==> src/design/rice_core_macros.svh <==
`ifndef RICE_CORE_MACROS_SVH
`define RICE_CORE_MACROS_SVH

// xlen-wide types declared inside each module that needs them
`define rice_core_define_types(xlen) \
  typedef logic [xlen-1:0]  rice_core_value; \
  typedef logic [xlen-1:0]  rice_core_pc;

`endif
==> src/design/rice_core_pkg.sv <==
`default_nettype none

package rice_core_pkg;
  typedef logic [31:0]  rice_core_inst;
  typedef logic [4:0]   rice_core_rs;
  typedef logic [4:0]   rice_core_rd;
  typedef logic [2:0]   rice_core_funct3;
  typedef logic [6:0]   rice_core_funct7;

  typedef enum logic [6:0] {
    RICE_CORE_OPCODE_LUI    = 7'b0110111,
    RICE_CORE_OPCODE_AUIPC  = 7'b0010111,
    RICE_CORE_OPCODE_OP_IMM = 7'b0010011,
    RICE_CORE_OPCODE_OP     = 7'b0110011,
    RICE_CORE_OPCODE_LOAD   = 7'b0000011,
    RICE_CORE_OPCODE_STORE  = 7'b0100011,
    RICE_CORE_OPCODE_BRANCH = 7'b1100011,
    RICE_CORE_OPCODE_JAL    = 7'b1101111,
    RICE_CORE_OPCODE_JALR   = 7'b1100111
  } rice_core_opcode;

  typedef enum logic [2:0] {
    RICE_CORE_INST_TYPE_R,
    RICE_CORE_INST_TYPE_I,
    RICE_CORE_INST_TYPE_S,
    RICE_CORE_INST_TYPE_B,
    RICE_CORE_INST_TYPE_U,
    RICE_CORE_INST_TYPE_J
  } rice_core_inst_type;

  typedef enum logic [2:0] {
    RICE_CORE_ALU_NONE,
    RICE_CORE_ALU_ADD,
    RICE_CORE_ALU_SUB,
    RICE_CORE_ALU_AND,
    RICE_CORE_ALU_OR,
    RICE_CORE_ALU_XOR
  } rice_core_alu_command;

  typedef enum logic [1:0] {
    RICE_CORE_ALU_SOURCE_RS,
    RICE_CORE_ALU_SOURCE_IMM,
    RICE_CORE_ALU_SOURCE_IMM_0,
    RICE_CORE_ALU_SOURCE_PC
  } rice_core_alu_source;

//----------------------------------------------------------------------------
//  field extraction
//----------------------------------------------------------------------------
  function automatic rice_core_opcode get_opcode(rice_core_inst inst);
    return rice_core_opcode'(inst[6:0]);  // may hold an unlisted value
  endfunction

  function automatic rice_core_funct3 get_funct3(rice_core_inst inst);
    return inst[14:12];
  endfunction

  function automatic rice_core_funct7 get_funct7(rice_core_inst inst);
    return inst[31:25];
  endfunction

  function automatic rice_core_rs get_rs1(rice_core_inst inst);
    return inst[19:15];
  endfunction

  function automatic rice_core_rs get_rs2(rice_core_inst inst);
    return inst[24:20];
  endfunction

  function automatic rice_core_rd get_rd(rice_core_inst inst);
    return inst[11:7];
  endfunction

  function automatic rice_core_inst_type get_inst_type(rice_core_opcode opcode);
    case (opcode)
      RICE_CORE_OPCODE_LUI,
      RICE_CORE_OPCODE_AUIPC:   return RICE_CORE_INST_TYPE_U;
      RICE_CORE_OPCODE_OP_IMM,
      RICE_CORE_OPCODE_LOAD,
      RICE_CORE_OPCODE_JALR:    return RICE_CORE_INST_TYPE_I;
      RICE_CORE_OPCODE_STORE:   return RICE_CORE_INST_TYPE_S;
      RICE_CORE_OPCODE_BRANCH:  return RICE_CORE_INST_TYPE_B;
      RICE_CORE_OPCODE_JAL:     return RICE_CORE_INST_TYPE_J;
      default:                  return RICE_CORE_INST_TYPE_R;
    endcase
  endfunction
endpackage

`default_nettype wire

==> src/design/rice_core.sv <==
`timescale 1ns/1ps
`default_nettype none
`include "rice_core_macros.svh"

module rice_core #(
  parameter int               XLEN      = 32,
  parameter logic [XLEN-1:0]  RESET_PC  = '0
)(
  input   var logic                         i_clk,
  input   var logic                         i_rst_n,
  input   var logic                         enable,
  output  logic                             wb_cyc,
  output  logic                             wb_stb,
  output  logic [XLEN-1:0]                  wb_adr,
  input   var rice_core_pkg::rice_core_inst wb_dat_r,
  input   var logic                         wb_ack,
  output  logic                             retire_valid,
  output  logic [XLEN-1:0]                  retire_pc,
  output  rice_core_pkg::rice_core_rd       retire_rd,
  output  logic                             retire_write,
  output  logic [XLEN-1:0]                  retire_value
);
  import  rice_core_pkg::*;
  `rice_core_define_types(XLEN)

  logic                   if_valid;
  rice_core_pc            if_pc;
  rice_core_inst          if_inst;
  logic                   id_valid;
  rice_core_pc            id_pc;
  rice_core_rd            id_rd;
  rice_core_value         id_rs1_value;
  rice_core_value         id_rs2_value;
  rice_core_value         id_imm_value;
  rice_core_alu_command   id_alu_command;
  rice_core_alu_source    id_alu_source_1;
  rice_core_alu_source    id_alu_source_2;
  logic                   wb_write;
  rice_core_rd            wb_rd;
  rice_core_value         wb_value;
  rice_core_value [31:0]  register_file;

  rice_core_if_stage #(
    .XLEN     (XLEN     ),
    .RESET_PC (RESET_PC )
  ) u_if_stage (
    .i_clk, .i_rst_n, .enable,
    .wb_cyc, .wb_stb, .wb_adr, .wb_dat_r, .wb_ack,
    .if_valid, .if_pc, .if_inst
  );

  rice_core_id_stage #(
    .XLEN (XLEN )
  ) u_id_stage (
    .i_clk, .i_rst_n, .enable,
    .if_valid, .if_pc, .if_inst,
    .register_file,
    .wb_write, .wb_rd, .wb_value,
    .id_valid, .id_pc, .id_rd,
    .id_rs1_value, .id_rs2_value, .id_imm_value,
    .id_alu_command, .id_alu_source_1, .id_alu_source_2
  );

  rice_core_ex_stage #(
    .XLEN (XLEN )
  ) u_ex_stage (
    .i_clk, .i_rst_n,
    .id_valid, .id_pc, .id_rd,
    .id_rs1_value, .id_rs2_value, .id_imm_value,
    .id_alu_command, .id_alu_source_1, .id_alu_source_2,
    .wb_write, .wb_rd, .wb_value,
    .retire_valid, .retire_pc, .retire_rd, .retire_write, .retire_value
  );

  rice_core_register_file #(
    .XLEN (XLEN )
  ) u_register_file (
    .i_clk, .i_rst_n,
    .wb_write, .wb_rd, .wb_value,
    .register_file
  );
endmodule

`default_nettype wire

==> src/design/rice_core_ex_stage.sv <==
`timescale 1ns/1ps
`default_nettype none
`include "rice_core_macros.svh"

module rice_core_ex_stage #(
  parameter int XLEN  = 32
)(
  input   var logic                                 i_clk,
  input   var logic                                 i_rst_n,
  input   var logic                                 id_valid,
  input   var logic [XLEN-1:0]                      id_pc,
  input   var rice_core_pkg::rice_core_rd           id_rd,
  input   var logic [XLEN-1:0]                      id_rs1_value,
  input   var logic [XLEN-1:0]                      id_rs2_value,
  input   var logic [XLEN-1:0]                      id_imm_value,
  input   var rice_core_pkg::rice_core_alu_command  id_alu_command,
  input   var rice_core_pkg::rice_core_alu_source   id_alu_source_1,
  input   var rice_core_pkg::rice_core_alu_source   id_alu_source_2,
  output  logic                                     wb_write,
  output  rice_core_pkg::rice_core_rd               wb_rd,
  output  logic [XLEN-1:0]                          wb_value,
  output  logic                                     retire_valid,
  output  logic [XLEN-1:0]                          retire_pc,
  output  rice_core_pkg::rice_core_rd               retire_rd,
  output  logic                                     retire_write,
  output  logic [XLEN-1:0]                          retire_value
);
  import  rice_core_pkg::*;
  `rice_core_define_types(XLEN)

  rice_core_value operand_1;
  rice_core_value operand_2;

  function automatic rice_core_value select_operand(
    rice_core_alu_source  source,
    rice_core_value       rs_value
  );
    case (source)
      RICE_CORE_ALU_SOURCE_RS:  return rs_value;
      RICE_CORE_ALU_SOURCE_IMM: return id_imm_value;
      RICE_CORE_ALU_SOURCE_PC:  return id_pc;
      default:                  return '0;
    endcase
  endfunction

  always_comb begin
    operand_1 = select_operand(id_alu_source_1, id_rs1_value);
    operand_2 = select_operand(id_alu_source_2, id_rs2_value);
    case (id_alu_command)
      RICE_CORE_ALU_ADD:  wb_value  = operand_1 + operand_2;
      RICE_CORE_ALU_SUB:  wb_value  = operand_1 - operand_2;
      RICE_CORE_ALU_AND:  wb_value  = operand_1 & operand_2;
      RICE_CORE_ALU_OR:   wb_value  = operand_1 | operand_2;
      RICE_CORE_ALU_XOR:  wb_value  = operand_1 ^ operand_2;
      default:            wb_value  = '0;
    endcase
  end

  assign  wb_write  = id_valid && (id_alu_command != RICE_CORE_ALU_NONE) && (id_rd != '0);
  assign  wb_rd     = id_rd;

//----------------------------------------------------------------------------
//  retire trace
//----------------------------------------------------------------------------
  always_ff @(posedge i_clk, negedge i_rst_n) begin
    if (!i_rst_n) begin
      retire_valid  <= 1'b0;
      retire_write  <= 1'b0;
    end else begin
      retire_valid  <= id_valid;
      retire_write  <= wb_write;  // same edge as the register write
    end
  end

  always_ff @(posedge i_clk) begin
    if (id_valid) begin
      retire_pc     <= id_pc;
      retire_rd     <= id_rd;
      retire_value  <= wb_value;
    end
  end
endmodule

`default_nettype wire

==> src/design/rice_core_register_file.sv <==
`timescale 1ns/1ps
`default_nettype none
`include "rice_core_macros.svh"

module rice_core_register_file #(
  parameter int XLEN  = 32
)(
  input   var logic                       i_clk,
  input   var logic                       i_rst_n,
  input   var logic                       wb_write,
  input   var rice_core_pkg::rice_core_rd wb_rd,
  input   var logic [XLEN-1:0]            wb_value,
  output  logic [31:0][XLEN-1:0]          register_file
);
  `rice_core_define_types(XLEN)

  rice_core_value [31:1]  registers;  // x0 has no storage

  always_ff @(posedge i_clk, negedge i_rst_n) begin
    if (!i_rst_n) begin
      registers <= '0;
    end else begin
      for (int i = 1; i < 32; i++) begin
        if (wb_write && (int'(wb_rd) == i)) begin
          registers[i]  <= wb_value;
        end
      end
    end
  end

  assign  register_file = {registers, rice_core_value'(0)};
endmodule

`default_nettype wire

==> src/design/rice_core_id_stage.sv <==
`timescale 1ns/1ps
`default_nettype none
`include "rice_core_macros.svh"

module rice_core_id_stage #(
  parameter int XLEN  = 32
)(
  input   var logic                                 i_clk,
  input   var logic                                 i_rst_n,
  input   var logic                                 enable,
  input   var logic                                 if_valid,
  input   var logic [XLEN-1:0]                      if_pc,
  input   var rice_core_pkg::rice_core_inst         if_inst,
  input   var logic [31:0][XLEN-1:0]                register_file,
  input   var logic                                 wb_write,
  input   var rice_core_pkg::rice_core_rd           wb_rd,
  input   var logic [XLEN-1:0]                      wb_value,
  output  logic                                     id_valid,
  output  logic [XLEN-1:0]                          id_pc,
  output  rice_core_pkg::rice_core_rd               id_rd,
  output  logic [XLEN-1:0]                          id_rs1_value,
  output  logic [XLEN-1:0]                          id_rs2_value,
  output  logic [XLEN-1:0]                          id_imm_value,
  output  rice_core_pkg::rice_core_alu_command      id_alu_command,
  output  rice_core_pkg::rice_core_alu_source       id_alu_source_1,
  output  rice_core_pkg::rice_core_alu_source       id_alu_source_2
);
  import  rice_core_pkg::*;
  `rice_core_define_types(XLEN)

  rice_core_alu_command alu_command;
  rice_core_alu_source  alu_source_1;
  rice_core_alu_source  alu_source_2;

  function automatic rice_core_rd decode_rd(rice_core_inst inst);
    case (get_inst_type(get_opcode(inst)))
      RICE_CORE_INST_TYPE_S,
      RICE_CORE_INST_TYPE_B:  return '0;
      default:                return get_rd(inst);
    endcase
  endfunction

  function automatic rice_core_value read_operand(rice_core_rs rs);
    if (wb_write && (wb_rd == rs)) begin
      return wb_value;              // written on this same edge
    end
    return register_file[rs];
  endfunction

  function automatic rice_core_value get_imm_value(rice_core_inst inst);
    case (get_inst_type(get_opcode(inst)))
      RICE_CORE_INST_TYPE_I:
        return {{(XLEN-11){inst[31]}}, inst[30:20]};
      RICE_CORE_INST_TYPE_S:
        return {{(XLEN-11){inst[31]}}, inst[30:25], inst[11:7]};
      RICE_CORE_INST_TYPE_B:
        return {{(XLEN-12){inst[31]}}, inst[7], inst[30:25], inst[11:8], 1'b0};
      RICE_CORE_INST_TYPE_U:
        return {{(XLEN-31){inst[31]}}, inst[30:12], 12'b0};
      RICE_CORE_INST_TYPE_J:
        return {{(XLEN-20){inst[31]}}, inst[19:12], inst[20], inst[30:21], 1'b0};
      default:
        return '0;                  // r-type has none
    endcase
  endfunction

//----------------------------------------------------------------------------
//  alu operation
//----------------------------------------------------------------------------
  always_comb begin
    alu_command   = RICE_CORE_ALU_NONE;
    alu_source_1  = RICE_CORE_ALU_SOURCE_IMM_0;
    alu_source_2  = RICE_CORE_ALU_SOURCE_IMM_0;
    case (get_opcode(if_inst))
      RICE_CORE_OPCODE_LUI: begin
        alu_command   = RICE_CORE_ALU_ADD;  // 0 + imm
        alu_source_2  = RICE_CORE_ALU_SOURCE_IMM;
      end
      RICE_CORE_OPCODE_AUIPC: begin
        alu_command   = RICE_CORE_ALU_ADD;
        alu_source_1  = RICE_CORE_ALU_SOURCE_PC;
        alu_source_2  = RICE_CORE_ALU_SOURCE_IMM;
      end
      RICE_CORE_OPCODE_OP_IMM: begin
        case (get_funct3(if_inst))
          3'b000:   alu_command = RICE_CORE_ALU_ADD;
          3'b111:   alu_command = RICE_CORE_ALU_AND;
          3'b110:   alu_command = RICE_CORE_ALU_OR;
          3'b100:   alu_command = RICE_CORE_ALU_XOR;
          default:  alu_command = RICE_CORE_ALU_NONE;  // shifts, slti
        endcase
        if (alu_command != RICE_CORE_ALU_NONE) begin
          alu_source_1  = RICE_CORE_ALU_SOURCE_RS;
          alu_source_2  = RICE_CORE_ALU_SOURCE_IMM;
        end
      end
      RICE_CORE_OPCODE_OP: begin
        case ({get_funct7(if_inst), get_funct3(if_inst)})
          10'b0000000_000:  alu_command = RICE_CORE_ALU_ADD;
          10'b0100000_000:  alu_command = RICE_CORE_ALU_SUB;
          10'b0000000_111:  alu_command = RICE_CORE_ALU_AND;
          10'b0000000_110:  alu_command = RICE_CORE_ALU_OR;
          10'b0000000_100:  alu_command = RICE_CORE_ALU_XOR;
          default:          alu_command = RICE_CORE_ALU_NONE;
        endcase
        if (alu_command != RICE_CORE_ALU_NONE) begin
          alu_source_1  = RICE_CORE_ALU_SOURCE_RS;
          alu_source_2  = RICE_CORE_ALU_SOURCE_RS;
        end
      end
      default: begin
      end
    endcase
  end

//----------------------------------------------------------------------------
//  decode register
//----------------------------------------------------------------------------
  always_ff @(posedge i_clk, negedge i_rst_n) begin
    if (!i_rst_n) begin
      id_valid        <= 1'b0;
      id_pc           <= '0;
      id_rd           <= '0;
      id_rs1_value    <= '0;
      id_rs2_value    <= '0;
      id_imm_value    <= '0;
      id_alu_command  <= RICE_CORE_ALU_NONE;
      id_alu_source_1 <= RICE_CORE_ALU_SOURCE_IMM_0;
      id_alu_source_2 <= RICE_CORE_ALU_SOURCE_IMM_0;
    end else if (!enable) begin
      id_valid        <= 1'b0;
      id_pc           <= '0;
      id_rd           <= '0;
      id_rs1_value    <= '0;
      id_rs2_value    <= '0;
      id_imm_value    <= '0;
      id_alu_command  <= RICE_CORE_ALU_NONE;
      id_alu_source_1 <= RICE_CORE_ALU_SOURCE_IMM_0;
      id_alu_source_2 <= RICE_CORE_ALU_SOURCE_IMM_0;
    end else begin
      id_valid  <= if_valid;
      if (if_valid) begin
        id_pc           <= if_pc;
        id_rd           <= decode_rd(if_inst);
        id_rs1_value    <= read_operand(get_rs1(if_inst));
        id_rs2_value    <= read_operand(get_rs2(if_inst));
        id_imm_value    <= get_imm_value(if_inst);
        id_alu_command  <= alu_command;
        id_alu_source_1 <= alu_source_1;
        id_alu_source_2 <= alu_source_2;
      end
    end
  end
endmodule

`default_nettype wire

==> src/design/rice_core_if_stage.sv <==
`timescale 1ns/1ps
`default_nettype none
`include "rice_core_macros.svh"

module rice_core_if_stage #(
  parameter int               XLEN      = 32,
  parameter logic [XLEN-1:0]  RESET_PC  = '0
)(
  input   var logic                         i_clk,
  input   var logic                         i_rst_n,
  input   var logic                         enable,
  output  logic                             wb_cyc,
  output  logic                             wb_stb,
  output  logic [XLEN-1:0]                  wb_adr,
  input   var rice_core_pkg::rice_core_inst wb_dat_r,
  input   var logic                         wb_ack,
  output  logic                             if_valid,
  output  logic [XLEN-1:0]                  if_pc,
  output  rice_core_pkg::rice_core_inst     if_inst
);
  `rice_core_define_types(XLEN)

  typedef enum logic {
    IDLE,
    WAIT_ACK
  } fetch_state;

  fetch_state   state;
  rice_core_pc  pc;

  assign  wb_cyc  = state == WAIT_ACK;
  assign  wb_stb  = state == WAIT_ACK;
  assign  wb_adr  = pc;               // held until ack

  always_ff @(posedge i_clk, negedge i_rst_n) begin
    if (!i_rst_n) begin
      state     <= IDLE;
      pc        <= RESET_PC;
      if_valid  <= 1'b0;
    end else begin
      if_valid  <= 1'b0;
      case (state)
        IDLE: begin
          if (enable) begin
            state <= WAIT_ACK;
          end
        end
        default: begin
          if (wb_ack) begin
            state     <= IDLE;
            pc        <= pc + XLEN'(4);
            if_valid  <= enable;      // dropped when disabled
          end
        end
      endcase
    end
  end

  always_ff @(posedge i_clk) begin
    if (wb_cyc && wb_ack) begin
      if_pc   <= pc;
      if_inst <= wb_dat_r;
    end
  end
endmodule

`default_nettype wire

==> config.mk <==
export PLATFORM = sky130hd
export DESIGN_NAME = rice_core
export DESIGN_NICKNAME = d
export VERILOG_FILES = /design/src/design/rice_core_pkg.sv /design/src/design/rice_core.sv /design/src/design/rice_core_ex_stage.sv /design/src/design/rice_core_register_file.sv /design/src/design/rice_core_id_stage.sv /design/src/design/rice_core_if_stage.sv
export VERILOG_INCLUDE_DIRS = /design/src /design/src/design
export SDC_FILE = /design/constraint.sdc
export NUM_CORES = 2
export LEC_CHECK = 0
export BUFFER_PORTS_ARGS = -buffer_cell sky130_fd_sc_hd__buf_2
export CELL_PAD_IN_SITES_DETAIL_PLACEMENT = 1
export CELL_PAD_IN_SITES_GLOBAL_PLACEMENT = 1
export CORE_ASPECT_RATIO = 0.6
export CORE_UTILIZATION = 45
export DETAILED_ROUTE_END_ITERATION = 8
export PLACE_DENSITY = 0.76
export SKIP_LAST_GASP = 1
export SYNTH_ARGS = -nofsm -noshare
export SYNTH_HDL_FRONTEND = slang
export SYNTH_SLANG_ARGS = --single-unit
==> constraint.sdc <==
create_clock -name i_clk -period 15.49 [get_ports i_clk]
set_input_delay 2.3235 -clock i_clk [delete_from_list [all_inputs] [get_ports i_clk]]
set_output_delay 2.3235 -clock i_clk [all_outputs]
set_load 0.02 [all_outputs]
==> flow_summary.json <==
{
  "synth_largest_type_area_fraction": 0.431,
  "h-tree-depth": 3,
  "async_flop_share": 0.900,
  "post-route-period-util": 0.447,
  "drc_errors": 0,
  "synth_cell_types": 79,
  "drt_iter0_markers": 6020,
  "cp_slowest_stage_delay_ns": 0.84,
  "synthCells": 5997,
  "clock_transition_at_the_registers_of_the_reported_paths_ns": 0.07,
  "maxCapViolCount": 0,
  "grt_antenna_before_repair": 4,
  "critPathTopFamily": "compound AO/OA/AOI/OAI gates",
  "hpwl_um": 144000,
  "result_of_the_run": "completed",
  "post_cts.resized_instances": 0,
  "clock_power_share": 0.436,
  "portBuffers": 136,
  "detailedRoute.firstPassIterationCount": 6,
  "clk_path_buf_depth": 3,
  "cell_with_the_most_instances_after_synthesis": "sky130_fd_sc_hd__dfrtp_1",
  "floorplan.die.width_um": 502,
  "drt_wl_total_um": 244000,
  "synth_area_um2": 67600,
  "setup_tns_ns": 0,
  "cts.root.buffer_cell": "sky130_fd_sc_hd__clkbuf_16",
  "cp_cell_sequence": "buf_4 > mux2i_1 > o2bb2ai_1 > nor3_1 > nor3b_1 > nand2_1 > o31ai_1 > xnor2_1 > ha_1 > a21o_1 > a311o_1 > a221oi_1 > nand3b_1 > nor2_1 > o21ai_0 > xnor2_2 > a21oi_4 > inv_1",
  "synth_top_cells_by_count": "sky130_fd_sc_hd__dfrtp_1 (1163), sky130_fd_sc_hd__a21oi_1 (849), sky130_fd_sc_hd__nor2_1 (784), sky130_fd_sc_hd__mux4_2 (576), sky130_fd_sc_hd__nand2_1 (494)",
  "grt_pass1_vias": 54600,
  "core_region_area_um2": 148000,
  "relSlewSlack": 0.0881,
  "overflow": 0,
  "tightestPinTransition_ns": 1.37,
  "cts-buffers-inserted": 118,
  "powerDensity_nw_per_um2": 99.4,
  "crit_buf_inv": 2,
  "wl_per_cell_um": 30.8,
  "p_sw_mw": 1.89,
  "yosysWarningCount": 0,
  "reg_to_reg_critical_path_endpoint": "u_ex_stage.retire_value[31]",
  "timing.critical_path.to_type": "flip-flop",
  "crit_required_ns": 15.96,
  "leakage_nw": 32.1,
  "crit_start": "u_id_stage.id_alu_source_2[0]",
  "timing.critical_path.arrival_ns": 7.40,
  "timing_worst_setup_path_type": "reg -> reg",
  "worst_hold_launch": "u_register_file.register_file[595]",
  "clock.fmax_ghz": 0.144,
  "number_of_buffers_added_for_setup_after_cts": 0,
  "sequentialPowerShare": 0.477,
  "starting_utilization_of_the_core_area": 0.456,
  "synth_sequential_area_ratio": 0.489,
  "die-area_um2": 152000,
  "dr_total_vias": 52400,
  "crit_cells": 18,
  "finish.utilization": 0.502,
  "die_h_um": 302,
  "synth_area_per_cell_um2": 11.3,
  "route.detailed.vias_per_inst": 6.61,
  "number_of_placed_i_o_pins": 141,
  "clock_skew_ns": 0.0264,
  "largest_net_degree_at_the_start_of_global_routing": 168,
  "timing.final.max_slew_violations": 0,
  "crit_path_max_fanout": 32,
  "gp_congestion": 0.925,
  "rsz0062_at_grt": "false",
  "hold_viol": 0,
  "worstReg2RegStart": "u_id_stage.id_alu_source_2[0]",
  "rr_worst_depth": 18,
  "yosysTopAreaCell": "sky130_fd_sc_hd__dfrtp_1",
  "number_of_rows_in_the_core_area": 109,
  "intPower_mw": 5.50,
  "tritoncts": "yes",
  "worstSetupEndpoint": "u_ex_stage.retire_value[31]",
  "edff_count_synth": 129,
  "grt_pass1_wl_um": 365000,
  "timing.critical_path.slowest_stage_cell": "sky130_fd_sc_hd__a21oi_4",
  "share_comb_of_total_power": 0.086,
  "globalRouteTotalUtil": 0.324,
  "finalSetupViolCount": 0,
  "area_growth_syn_to_fin_pct": 9.91,
  "ctsHoldBuffers": 0,
  "detail-route-antenna-nets": 0,
  "hp-class": "reg -> reg",
  "flip_flop_and_latch_count_after_synthesis": 1294,
  "vdd_drop_max_mv": 0.0975,
  "p_sw_frac": 0.256,
  "timing.critical_path.from_type": "flip-flop",
  "finalCriticalPeriod_ns": 6.93,
  "layout.nets": 5966,
  "r2r_setup_slack_ns": 8.56,
  "fillerInstances": 15500,
  "postSynth.topFlopCell": "sky130_fd_sc_hd__dfrtp_1",
  "drive_gt1_frac": 0.193,
  "clock_insertion_delay_at_the_later_pin_of_the_skew_report_ns": 0.77,
  "netlist_top_cells_area": "sky130_fd_sc_hd__dfrtp_1 (43%), sky130_fd_sc_hd__mux4_2 (19%), sky130_fd_sc_hd__a21oi_1 (6.3%)",
  "cts_num_sinks": 1294
}
==> through the flow <==
| step | cells | instance area [um^2] | hold WS (ns) | power, mW | setup WS [ns] |
|---|---|---|---|---|---|
| 3_5_place_dp | 7710 | 70100 | 0.487 | 4.22 | 8.75 |
| 4_1_cts | 7930 | 74300 | 0.502 | 7.40 | 8.70 |
| 5_1_grt | 7930 | 74300 | 0.532 | 7.57 | 8.12 |
| 2_1_floorplan | 6000 | 67600 | 0.423 | 3.96 | 9.70 |
| 6_report | 7931 | 74300 | 0.499 | 7.39 | 8.56 |
| 3_3_place_gp | 7710 | 70100 | 0.471 | 4.21 | 8.75 |
==> flip-flops by register name (all words and copies together) (netlist names), 30 cells and up <==
| signal | flops |
|---|---|
| u_register_file.register_file | 992 |
| u_ex_stage.retire_value | 32 |
| u_id_stage.id_imm_value | 32 |
| u_id_stage.id_rs1_value | 32 |
| u_id_stage.id_rs2_value | 32 |
| u_if_stage.if_inst | 32 |
| u_ex_stage.retire_pc | 30 |
| u_id_stage.id_pc | 30 |
| u_if_stage.if_pc | 30 |
| u_if_stage.wb_adr | 30 |
==> layer usage <==
layer,global-route usage,vias to the layer above,wire [um]
met2,0.498,2496,112000
met1,0.458,27900,101000
met4,0.113,6,9090
met5,0,-,35
li1,-,21400,-
met3,0.0670,558,22200
==> kinds of logic after synthesis <==
logic type	count (synthesis)	share of synthesized area
other	1	0.0000555
AO/OA/AOI/OAI	1569	0.128
adder cells (fa/ha/maj)	98	0.0183
XOR/XNOR	89	0.0116
AND/OR/NAND/NOR	1434	0.0850
flip-flops	1294	0.489
buffers and inverters	690	0.0398
multiplexers	822	0.229
==> placed cells by master (no fill, tap or decap), drive strengths merged, types with 17 or more instances in the layout <==
cell type,n
xor2,20
mux4,576
nor2,784
o21ai,482
nand3,36
xnor2,69
o2bb2ai,26
buf,263
mux2,33
a31oi,18
a211oi,25
ha,97
nand2,494
edfxtp,129
and3,19
a21o,17
inv,142
a22o,18
a22oi,42
clkbuf,173
a21oi,850
clkinv,23
dfrtp,1163
mux2i,213
==> worst min path at each step <==
stage	end	slack, ns	cells past startpoint
4_1_cts	u_register_file.register_file[595]	0.50	2
3_5_place_dp	u_register_file.register_file[595]	0.49	2
6_report	u_register_file.register_file[595]	0.50	2
5_1_grt	u_id_stage.id_rs2_value[10]	0.53	1
3_3_place_gp	u_id_stage.id_pc[11]	0.47	2
2_1_floorplan	u_ex_stage.retire_rd[0]	0.42	0
==> cell type report <==
class	count	area, um^2	share of cell area
clock buffer	173	3510	0.0473
tap	1998	2500	0.0337
inverter	139	522	0.00702
multi-input combinational	4016	32300	0.434
antenna	1	2.50	0.0000337
sequential	1294	33000	0.445
timing repair buffer	263	1780	0.0240
clock inverter	47	676	0.00910
==> power by group through the flow <==
stage | combinational [mW] | clock (mW) | sequential (mW)
floorplan | 0.387 | 0 | 3.57
global placement | 0.623 | 0 | 3.59
detailed placement | 0.632 | 0 | 3.59
CTS | 0.635 | 3.25 | 3.52
global route | 0.680 | 3.36 | 3.53
finish | 0.638 | 3.22 | 3.52
==> worst register-to-register path: stages (launching register included) <==
cell	delay (ns)
sky130_fd_sc_hd__dfrtp_2	0.72
sky130_fd_sc_hd__buf_4	0.42
sky130_fd_sc_hd__mux2i_1	0.24
sky130_fd_sc_hd__o2bb2ai_1	0.18
sky130_fd_sc_hd__nor3_1	0.56
sky130_fd_sc_hd__nor3b_1	0.65
sky130_fd_sc_hd__nand2_1	0.18
sky130_fd_sc_hd__o31ai_1	0.33
sky130_fd_sc_hd__xnor2_1	0.12
sky130_fd_sc_hd__ha_1	0.25
sky130_fd_sc_hd__a21o_1	0.17
sky130_fd_sc_hd__a311o_1	0.33
sky130_fd_sc_hd__a221oi_1	0.58
sky130_fd_sc_hd__nand3b_1	0.23
sky130_fd_sc_hd__nor2_1	0.14
sky130_fd_sc_hd__o21ai_0	0.27
sky130_fd_sc_hd__xnor2_2	0.28
sky130_fd_sc_hd__a21oi_4	0.84
sky130_fd_sc_hd__inv_1	0.15
(Power assumes the default switching activity.)
